**src/rtl/fir_pkg.sv**
```systemverilog
// Shared FIR widths, tap count, output scaling, address type, slice opmode and step enums
package fir_pkg;

    // ------------------------------------------------------------------------
    // Data path sizes
    // ------------------------------------------------------------------------
    localparam int sample_w   = 18;
    localparam int num_taps   = 34;
    localparam int addr_w     = 6;
    localparam int acc_w      = 48;

    // Output takes acc[out_lsb+sample_w-1:out_lsb]
    localparam int out_lsb    = 16;

    // Newest sample to middle of the delay line
    localparam int mid_offset = num_taps / 2 - 1;

    typedef logic [addr_w-1:0] addr_t;

    // ------------------------------------------------------------------------
    // Enums
    // ------------------------------------------------------------------------
    typedef enum logic [0:0] {
        dsp_clear,
        dsp_mac
    } dsp_opmode_e;

    typedef enum logic [3:0] {
        seq_clear_i,
        seq_init_push,
        seq_wait_in,
        seq_push,
        seq_mac,
        seq_drain_0,
        seq_drain_1,
        seq_out_acc,
        seq_out_mid,
        seq_loop
    } seq_step_e;

endpackage

```
**src/rtl/dsp_mac.sv**
```systemverilog
// Two-stage signed multiply-accumulate slice with clear and accumulate opmodes
module dsp_mac (
    input  logic                                clk,
    input  logic                                reset,
    input  fir_pkg::dsp_opmode_e                opmode,
    input  logic signed [fir_pkg::sample_w-1:0] a,
    input  logic signed [fir_pkg::sample_w-1:0] b,
    output logic signed [fir_pkg::acc_w-1:0]    acc
);

    fir_pkg::dsp_opmode_e                  opmode_q;
    logic signed [fir_pkg::sample_w-1:0]   a_q;
    logic signed [fir_pkg::sample_w-1:0]   b_q;
    logic signed [2*fir_pkg::sample_w-1:0] prod;

    // Stage one, input registers
    always_ff @(posedge clk or posedge reset) begin
        if (reset) begin
            opmode_q <= fir_pkg::dsp_clear;
        end else begin
            opmode_q <= opmode;
        end
    end

    always_ff @(posedge clk) begin
        a_q <= a;
        b_q <= b;
    end

    assign prod = a_q * b_q;

    // Stage two, accumulator
    always_ff @(posedge clk or posedge reset) begin
        if (reset) begin
            acc <= '0;
        end else if (opmode_q == fir_pkg::dsp_clear) begin
            acc <= '0;
        end else begin
            acc <= acc + prod;
        end
    end

    a_opmode_known: assert property (
        @(posedge clk) disable iff (reset) !$isunknown(opmode)
    ) else $error("slice opmode unknown");

endmodule

```
**src/rtl/fir_coef_rom.sv**
```systemverilog
// Symmetric 34-tap low-pass coefficient table shared by both channels
module fir_coef_rom (
    input  logic [fir_pkg::addr_w-1:0]          idx,
    output logic signed [fir_pkg::sample_w-1:0] coef
);

    always_comb begin
        case (idx)
            // First half, rising towards the main lobe
            6'd0:    coef = 18'h3FFF8;
            6'd1:    coef = 18'h3FFE8;
            6'd2:    coef = 18'h3FFD0;
            6'd3:    coef = 18'h3FFC4;
            6'd4:    coef = 18'h3FFD8;
            6'd5:    coef = 18'h00040;
            6'd6:    coef = 18'h000B0;
            6'd7:    coef = 18'h000E4;
            6'd8:    coef = 18'h000A8;
            6'd9:    coef = 18'h3FFC0;
            6'd10:   coef = 18'h3FE50;
            6'd11:   coef = 18'h3FD10;
            6'd12:   coef = 18'h3FD60;
            6'd13:   coef = 18'h00120;
            6'd14:   coef = 18'h00A40;
            6'd15:   coef = 18'h01C80;
            6'd16:   coef = 18'h02B10;

            // Mirror image
            6'd17:   coef = 18'h02B10;
            6'd18:   coef = 18'h01C80;
            6'd19:   coef = 18'h00A40;
            6'd20:   coef = 18'h00120;
            6'd21:   coef = 18'h3FD60;
            6'd22:   coef = 18'h3FD10;
            6'd23:   coef = 18'h3FE50;
            6'd24:   coef = 18'h3FFC0;
            6'd25:   coef = 18'h000A8;
            6'd26:   coef = 18'h000E4;
            6'd27:   coef = 18'h000B0;
            6'd28:   coef = 18'h00040;
            6'd29:   coef = 18'h3FFD8;
            6'd30:   coef = 18'h3FFC4;
            6'd31:   coef = 18'h3FFD0;
            6'd32:   coef = 18'h3FFE8;
            6'd33:   coef = 18'h3FFF8;

            default: coef = 18'h00000;
        endcase
    end

endmodule

```
**src/rtl/fir_interp_seq.sv**
```systemverilog
// Microcoded FIR sequencer with delay-line addressing, slice control and output register
module fir_interp_seq (
    input  logic                                  clk,
    input  logic                                  reset,

    input  logic                                  sample_in_rdy,
    input  logic signed [fir_pkg::sample_w-1:0]   sample_in_l,
    input  logic signed [fir_pkg::sample_w-1:0]   sample_in_r,

    output logic                                  xbuf_wr,
    output logic [fir_pkg::addr_w-1:0]            xbuf_wr_addr,
    output logic [2*fir_pkg::sample_w-1:0]        xbuf_wr_data,
    output logic [fir_pkg::addr_w-1:0]            xbuf_rd_addr,
    input  logic [2*fir_pkg::sample_w-1:0]        xbuf_rd_data,

    output logic [fir_pkg::addr_w-1:0]            coef_idx,
    input  logic signed [fir_pkg::sample_w-1:0]   coef,

    output fir_pkg::dsp_opmode_e                  dsp_opmode,
    output logic signed [fir_pkg::sample_w-1:0]   dsp_coef,
    output logic signed [fir_pkg::sample_w-1:0]   dsp_x_l,
    output logic signed [fir_pkg::sample_w-1:0]   dsp_x_r,
    input  logic signed [fir_pkg::acc_w-1:0]      dsp_acc_l,
    input  logic signed [fir_pkg::acc_w-1:0]      dsp_acc_r,

    output logic                                  sample_out_rdy,
    output logic signed [fir_pkg::sample_w-1:0]   sample_out_l,
    output logic signed [fir_pkg::sample_w-1:0]   sample_out_r
);

    fir_pkg::seq_step_e                  step;
    fir_pkg::seq_step_e                  step_nxt;
    logic signed [fir_pkg::sample_w-1:0] in_l;
    logic signed [fir_pkg::sample_w-1:0] in_r;
    logic signed [fir_pkg::sample_w-1:0] x_rd_l;
    logic signed [fir_pkg::sample_w-1:0] x_rd_r;
    logic [fir_pkg::addr_w-1:0]          rpt_cnt;
    logic [fir_pkg::addr_w-1:0]          tap_idx;
    logic [fir_pkg::addr_w-1:0]          head;
    logic [fir_pkg::addr_w-1:0]          rd_ptr;
    logic [fir_pkg::addr_w-1:0]          mid_addr;
    logic                                repeat_step;
    logic                                rpt_last;

    always_ff @(posedge clk) begin
        if (sample_in_rdy) begin
            in_l <= sample_in_l;
            in_r <= sample_in_r;
        end
    end

    // ------------------------------------------------------------------------
    // Step register and repeat counter
    // ------------------------------------------------------------------------
    assign repeat_step = (step == fir_pkg::seq_init_push) || (step == fir_pkg::seq_mac);
    assign rpt_last    = (rpt_cnt == fir_pkg::addr_t'(fir_pkg::num_taps - 1));

    always_comb begin
        case (step)
            fir_pkg::seq_clear_i:   step_nxt = fir_pkg::seq_init_push;
            fir_pkg::seq_init_push: step_nxt = rpt_last ? fir_pkg::seq_wait_in
                                                        : fir_pkg::seq_init_push;
            fir_pkg::seq_wait_in:   step_nxt = sample_in_rdy ? fir_pkg::seq_push
                                                             : fir_pkg::seq_wait_in;
            fir_pkg::seq_push:      step_nxt = fir_pkg::seq_mac;
            fir_pkg::seq_mac:       step_nxt = rpt_last ? fir_pkg::seq_drain_0
                                                        : fir_pkg::seq_mac;
            fir_pkg::seq_drain_0:   step_nxt = fir_pkg::seq_drain_1;
            fir_pkg::seq_drain_1:   step_nxt = fir_pkg::seq_out_acc;
            fir_pkg::seq_out_acc:   step_nxt = fir_pkg::seq_out_mid;
            fir_pkg::seq_out_mid:   step_nxt = fir_pkg::seq_loop;
            fir_pkg::seq_loop:      step_nxt = fir_pkg::seq_wait_in;
            default:                step_nxt = fir_pkg::seq_clear_i;
        endcase
    end

    always_ff @(posedge clk or posedge reset) begin
        if (reset) begin
            step    <= fir_pkg::seq_clear_i;
            rpt_cnt <= '0;
        end else begin
            step <= step_nxt;
            if (repeat_step && !rpt_last) begin
                rpt_cnt <= rpt_cnt + 1'b1;
            end else begin
                rpt_cnt <= '0;
            end
        end
    end

    // ------------------------------------------------------------------------
    // Tap index, head and read pointer
    // ------------------------------------------------------------------------
    always_ff @(posedge clk or posedge reset) begin
        if (reset) begin
            tap_idx <= '0;
            head    <= '0;
            rd_ptr  <= '0;
        end else begin
            if (step == fir_pkg::seq_clear_i || step == fir_pkg::seq_push) begin
                tap_idx <= '0;
            end else if (step == fir_pkg::seq_mac) begin
                tap_idx <= tap_idx + 1'b1;
            end

            // Head walks down, newest sample sits at rd_ptr after the push
            if (xbuf_wr) begin
                head <= (head == '0) ? fir_pkg::addr_t'(fir_pkg::num_taps - 1)
                                     : head - 1'b1;
            end

            if (step == fir_pkg::seq_push) begin
                rd_ptr <= head;
            end else if (step == fir_pkg::seq_mac) begin
                rd_ptr <= (rd_ptr == fir_pkg::addr_t'(fir_pkg::num_taps - 1)) ? '0
                                                                              : rd_ptr + 1'b1;
            end
        end
    end

    // 34 increments bring rd_ptr back to the newest sample
    assign mid_addr = (rd_ptr >= fir_pkg::addr_t'(fir_pkg::num_taps - fir_pkg::mid_offset))
                    ? rd_ptr - fir_pkg::addr_t'(fir_pkg::num_taps - fir_pkg::mid_offset)
                    : rd_ptr + fir_pkg::addr_t'(fir_pkg::mid_offset);

    assign xbuf_wr      = (step == fir_pkg::seq_init_push) || (step == fir_pkg::seq_push);
    assign xbuf_wr_addr = head;
    assign xbuf_wr_data = (step == fir_pkg::seq_init_push) ? '0 : {in_l, in_r};
    assign xbuf_rd_addr = (step == fir_pkg::seq_out_mid) ? mid_addr : rd_ptr;
    assign coef_idx     = tap_idx;

    assign x_rd_l = xbuf_rd_data[2*fir_pkg::sample_w-1:fir_pkg::sample_w];
    assign x_rd_r = xbuf_rd_data[fir_pkg::sample_w-1:0];

    // ------------------------------------------------------------------------
    // Slice control, one register stage ahead of the slices
    // ------------------------------------------------------------------------
    always_ff @(posedge clk or posedge reset) begin
        if (reset) begin
            dsp_opmode <= fir_pkg::dsp_clear;
        end else begin
            dsp_opmode <= (step == fir_pkg::seq_mac) ? fir_pkg::dsp_mac : fir_pkg::dsp_clear;
        end
    end

    always_ff @(posedge clk) begin
        dsp_coef <= coef;
        dsp_x_l  <= x_rd_l;
        dsp_x_r  <= x_rd_r;
    end

    // Filtered result, then half of the middle sample
    always_ff @(posedge clk or posedge reset) begin
        if (reset) begin
            sample_out_rdy <= 1'b0;
            sample_out_l   <= '0;
            sample_out_r   <= '0;
        end else if (step == fir_pkg::seq_out_acc) begin
            sample_out_rdy <= 1'b1;
            sample_out_l   <= dsp_acc_l[fir_pkg::out_lsb +: fir_pkg::sample_w];
            sample_out_r   <= dsp_acc_r[fir_pkg::out_lsb +: fir_pkg::sample_w];
        end else if (step == fir_pkg::seq_out_mid) begin
            sample_out_rdy <= 1'b1;
            sample_out_l   <= x_rd_l >>> 1;
            sample_out_r   <= x_rd_r >>> 1;
        end else begin
            sample_out_rdy <= 1'b0;
            sample_out_l   <= '0;
            sample_out_r   <= '0;
        end
    end

    // Two output strobes per input, never a third
    a_out_burst: assert property (
        @(posedge clk) disable iff (reset)
        sample_out_rdy ##1 sample_out_rdy |=> !sample_out_rdy
    ) else $error("output strobe high three cycles in a row");

    a_mac_length: assert property (
        @(posedge clk) disable iff (reset)
        $rose(step == fir_pkg::seq_mac) |-> ##(fir_pkg::num_taps) (step != fir_pkg::seq_mac)
    ) else $error("MAC phase longer than %0d cycles", fir_pkg::num_taps);

endmodule

```
**src/rtl/fir_interp_top.sv**
```systemverilog
// Stereo FIR stage top: sequencer, delay line, coefficient table and two MAC slices
module fir_interp_top (
    input  logic                                clk,
    input  logic                                reset,
    input  logic                                sample_in_rdy,
    input  logic signed [fir_pkg::sample_w-1:0] sample_in_l,
    input  logic signed [fir_pkg::sample_w-1:0] sample_in_r,
    output logic                                sample_out_rdy,
    output logic signed [fir_pkg::sample_w-1:0] sample_out_l,
    output logic signed [fir_pkg::sample_w-1:0] sample_out_r
);

    logic                                xbuf_wr;
    logic [fir_pkg::addr_w-1:0]          xbuf_wr_addr;
    logic [2*fir_pkg::sample_w-1:0]      xbuf_wr_data;
    logic [fir_pkg::addr_w-1:0]          xbuf_rd_addr;
    logic [2*fir_pkg::sample_w-1:0]      xbuf_rd_data;
    logic [fir_pkg::addr_w-1:0]          coef_idx;
    logic signed [fir_pkg::sample_w-1:0] coef;
    fir_pkg::dsp_opmode_e                dsp_opmode;
    logic signed [fir_pkg::sample_w-1:0] dsp_coef;
    logic signed [fir_pkg::sample_w-1:0] dsp_x_l;
    logic signed [fir_pkg::sample_w-1:0] dsp_x_r;
    logic signed [fir_pkg::acc_w-1:0]    dsp_acc_l;
    logic signed [fir_pkg::acc_w-1:0]    dsp_acc_r;

    fir_interp_seq u_seq (
        .clk            (clk),
        .reset          (reset),
        .sample_in_rdy  (sample_in_rdy),
        .sample_in_l    (sample_in_l),
        .sample_in_r    (sample_in_r),
        .xbuf_wr        (xbuf_wr),
        .xbuf_wr_addr   (xbuf_wr_addr),
        .xbuf_wr_data   (xbuf_wr_data),
        .xbuf_rd_addr   (xbuf_rd_addr),
        .xbuf_rd_data   (xbuf_rd_data),
        .coef_idx       (coef_idx),
        .coef           (coef),
        .dsp_opmode     (dsp_opmode),
        .dsp_coef       (dsp_coef),
        .dsp_x_l        (dsp_x_l),
        .dsp_x_r        (dsp_x_r),
        .dsp_acc_l      (dsp_acc_l),
        .dsp_acc_r      (dsp_acc_r),
        .sample_out_rdy (sample_out_rdy),
        .sample_out_l   (sample_out_l),
        .sample_out_r   (sample_out_r)
    );

    sample_ram u_xbuf (
        .clk     (clk),
        .wr      (xbuf_wr),
        .wr_addr (xbuf_wr_addr),
        .wr_data (xbuf_wr_data),
        .rd_addr (xbuf_rd_addr),
        .rd_data (xbuf_rd_data)
    );

    fir_coef_rom u_coef (
        .idx  (coef_idx),
        .coef (coef)
    );

    // Same taps on both channels
    dsp_mac u_mac_l (
        .clk    (clk),
        .reset  (reset),
        .opmode (dsp_opmode),
        .a      (dsp_coef),
        .b      (dsp_x_l),
        .acc    (dsp_acc_l)
    );

    dsp_mac u_mac_r (
        .clk    (clk),
        .reset  (reset),
        .opmode (dsp_opmode),
        .a      (dsp_coef),
        .b      (dsp_x_r),
        .acc    (dsp_acc_r)
    );

endmodule

```
**src/rtl/sample_ram.sv**
```systemverilog
// Stereo delay-line memory, registered write port and combinational read port
module sample_ram (
    input  logic                            clk,
    input  logic                            wr,
    input  logic [fir_pkg::addr_w-1:0]      wr_addr,
    input  logic [2*fir_pkg::sample_w-1:0]  wr_data,
    input  logic [fir_pkg::addr_w-1:0]      rd_addr,
    output logic [2*fir_pkg::sample_w-1:0]  rd_data
);

    // Left sample in the upper half, right in the lower
    logic [2*fir_pkg::sample_w-1:0] mem [fir_pkg::num_taps];

    always_ff @(posedge clk) begin
        if (wr) begin
            mem[wr_addr] <= wr_data;
        end
    end

    assign rd_data = mem[rd_addr];

    // Head pointer wraps inside the 34 entries
    a_wr_addr_range: assert property (
        @(posedge clk) wr |-> (wr_addr < fir_pkg::addr_t'(fir_pkg::num_taps))
    ) else $error("delay line write outside %0d entries", fir_pkg::num_taps);

endmodule

```
**config.mk**
```make
export PLATFORM = sky130hd
export DESIGN_NAME = fir_interp_top
export DESIGN_NICKNAME = d
export VERILOG_FILES = /design/src/rtl/fir_pkg.sv /design/src/rtl/dsp_mac.sv /design/src/rtl/fir_coef_rom.sv /design/src/rtl/fir_interp_seq.sv /design/src/rtl/fir_interp_top.sv /design/src/rtl/sample_ram.sv
export SDC_FILE = /design/constraint.sdc
export NUM_CORES = 2
export LEC_CHECK = 0
export BUFFER_PORTS_ARGS = -buffer_cell sky130_fd_sc_hd__buf_2
export CORE_MARGIN = 3
export CORE_UTILIZATION = 60
export CTS_CLUSTER_SIZE = 10
export DETAILED_ROUTE_END_ITERATION = 8
export GPL_TIMING_DRIVEN = 0
export HOLD_SLACK_MARGIN = 0.03
export PLACE_DENSITY = 0.84
export SYNTH_ARGS = -nofsm -noshare
export SYNTH_HDL_FRONTEND = slang
export SYNTH_HIERARCHICAL = 1
export SYNTH_SLANG_ARGS = --single-unit
```
**constraint.sdc**
```tcl
create_clock -name clk -period 11 [get_ports clk]
set_clock_uncertainty 0.15 [all_clocks]
set_input_delay 2.2 -clock clk [delete_from_list [all_inputs] [get_ports clk]]
set_output_delay 2.2 -clock clk [all_outputs]
set_load 0.01 [all_outputs]
```
==> results by group <==
Global route
  – First-pass GRT wire length: 350 mm
  – Total Routing Usage GR: 0.336
  – Vias in the first global route: between 50000 and 60000
  – Largest net degree at the start of global routing: 65
  – Grt total ovfl: 0
  – Number of antenna violations at the first check in global routing: 9

Floorplan
  – Die area: 144000 um2
  – Num rows: roughly 140
  – Die H: 379 um
  – Starting Density: 0.606
  – Core Region: 138000 um2
  – Die width: 379 um
  – Io pins: 76

Layout
  – Largest register FFs: between 1000 and 1500
  – Fill cells: around 9100
  – Synth-to-layout area growth: 11.6%
  – Final #Nets: 7346
  – Largest registers: u_xbuf/mem: 1224 flops, u_mac_l/acc: 34 flops, u_mac_r/acc: 34 flops
  – Finished Cell Area: 93200 um2
  – Layout cell share with drive strength beyond 1: 0.108
  – Biggest register: u_xbuf/mem

Placed design
  – Port Buf Inserts: 75
  – Final HPWL DP: 164 mm
  – GPL Wtd Cong: 0.971
  – Placed inst area: 88100 um2

CTS
  – Post CTS Setup Buffer Count: 0
  – Hold_buf cts: 0
  – Post-CTS resize count: 0
  – Worst-skew pair later-pin latency: around 0.80 ns
  – Clock transition at path regs: 0.06 ns
  – H-Tree Depth: 4
  – CTS Sinks: 1522
  – TritonCTS Buffers: 174
  – Clock Path Buffers: 3
  – CTS Root Buffer Type: clkbuf_16
  – CTS tree: done

Setup path
  – CP arrival: around 8.3 ns
  – Crit. End Element: flip-flop
  – Crit start category: flip-flop
  – Max FO, Critical Path: 10
  – Flop-to-flop setup slack: 3.19 ns
  – Req. time, crit path: 11.50 ns
  – Kind of critical path: reg -> reg

Job
  – Max_cap viols: 3

STA
  – Fin crit period: between 7 and 8 ns
  – Final hold vios: 0
  – Unrepaired setup endpoints after global routing: no
  – Fin crit share: 0.710
  – Slew Viols, Final: 10
  – Highest Clock Rate: 0.128 GHz
  – Final setup vio count: 0
  – Setup TNS Final: 0 ns
  – Slew HR: -0.00912
  – Slew @ Worst Pin: 1.51 ns

Route
  – Max layer used: met5
  – Vias: 53400
  – Routed vias/inst: between 6 and 7
  – WL met3: about 28 mm
  – Routed WL: 238 mm
  – Drt initial violations: ~6300
  – Post-DRT Antenna Nets: 0
  – Pre-antenna DRT Iters: 6
  – DR WL met2: about 110 mm
  – Wire length on met1: between 80 and 90 mm
  – Drt wl/cell: 28.9 um
  – Remaining DRCs: 0

Run status
  – Status: finished with violations
  – Failing checks: capacitance limit, slew limit

Logic synthesis
  – Mapped Cells: roughly 6000
  – Yosys warning count: 6
  – Cell Area, Synth: 83500 um2
  – Mean area per synthesized cell: 13.9 um2

Min path
  – Hold Crit Class: reg -> reg
critical path, stage by stage, from the launching register on:
cell and delay (ns):
dfxtp_1 0.32, clkbuf_1 0.56, clkbuf_1 0.56, nand2_1 0.15
fa_1 0.54, inv_1 0.06, fa_1 0.50, inv_1 0.05
fa_1 0.52, inv_1 0.05, fa_1 0.40, fa_1 0.48
fa_1 0.51, fa_1 0.42, ha_1 0.42, nand4_1 0.23
nor3_1 0.23, nand3_1 0.26, a311oi_1 0.65, o21bai_1 0.20
and2_1 0.21, xor2_1 0.12, nor2_1 0.05
layout by cell type (no fill, tap or decap), types with 35 or more instances in the layout:
cell type  instances
fa_1             710
a22oi_1          145
a21oi_1          146
and2_1           363
inv_1            770
nor2_1           107
buf_2            104
dfrtp_1          136
nor2b_2           36
o22ai_1           38
clkbuf_1         224
clkbuf_16        182
nand2_1          366
o41ai_2           35
o21ai_0           38
a221oi_2          51
ha_1             238
mux2_2            37
dfxtp_1          126
mux2i_1          580
edfxtp_1        1260
a22o_1           108
nor2b_1           48
routing by layer:
layer | vias up | track usage
li1 | 21500 | -
met1 | 26900 | 0.417
met2 | 3918 | 0.534
met3 | 1092 | 0.0844
met4 | 4 | 0.205
met5 | - | 0
per-stage QoR:
| step | worst slack, ns | instances | hold slack (ns) | utilization |
|---|---|---|---|---|
| after global placement | 3.45 | 7896 | 0.160 | 0.625 |
| after global routing | 2.67 | 8232 | 0.147 | 0.676 |
| after detailed placement | 3.37 | 7975 | 0.162 | 0.639 |
| after floorplan | 4.36 | 6027 | 0.160 | - |
| final | 3.19 | 8235 | 0.135 | 0.676 |
| after CTS | 3.24 | 8230 | 0.128 | 0.676 |
final timing paths:
path / startpoint / to / depth (start not counted)
max: u_mac_r/b_q[10]$_DFF_P_ / u_mac_r/acc[33]$_DFF_PP0_ / 22
min: u_seq/dsp_x_r[14]$_DFF_P_ / u_mac_r/b_q[14]$_DFF_P_ / 0
max reg2reg: u_mac_r/b_q[10]$_DFF_P_ / u_mac_r/acc[33]$_DFF_PP0_ / 22
min reg2reg: u_seq/dsp_x_r[14]$_DFF_P_ / u_mac_r/b_q[14]$_DFF_P_ / 0
max in group asynchronous: reset / u_mac_l/acc[30]$_DFF_PP0_ / 2
min in group asynchronous: reset / u_seq/sample_out_l[0]$_DFF_PP0_ / 2
final cells by class:
class / count / area (um2) / area share
well taps: 1794 / 2240 / 0.0241
plain buffers: 295 / 1520 / 0.0163
clock inverters: 17 / 313 / 0.00336
diodes: 3 / 7.51 / 0.0000805
repair buffers: 156 / 1980 / 0.0212
flip-flops and latches: 1522 / 43800 / 0.469
multi-input cells: 3434 / 35700 / 0.383
inverters: 776 / 2920 / 0.0313
clock buffers: 238 / 4770 / 0.0512
Power is not shown: default switching activity piles up to over one toggle a cycle in this logic, so the estimate is an artifact.
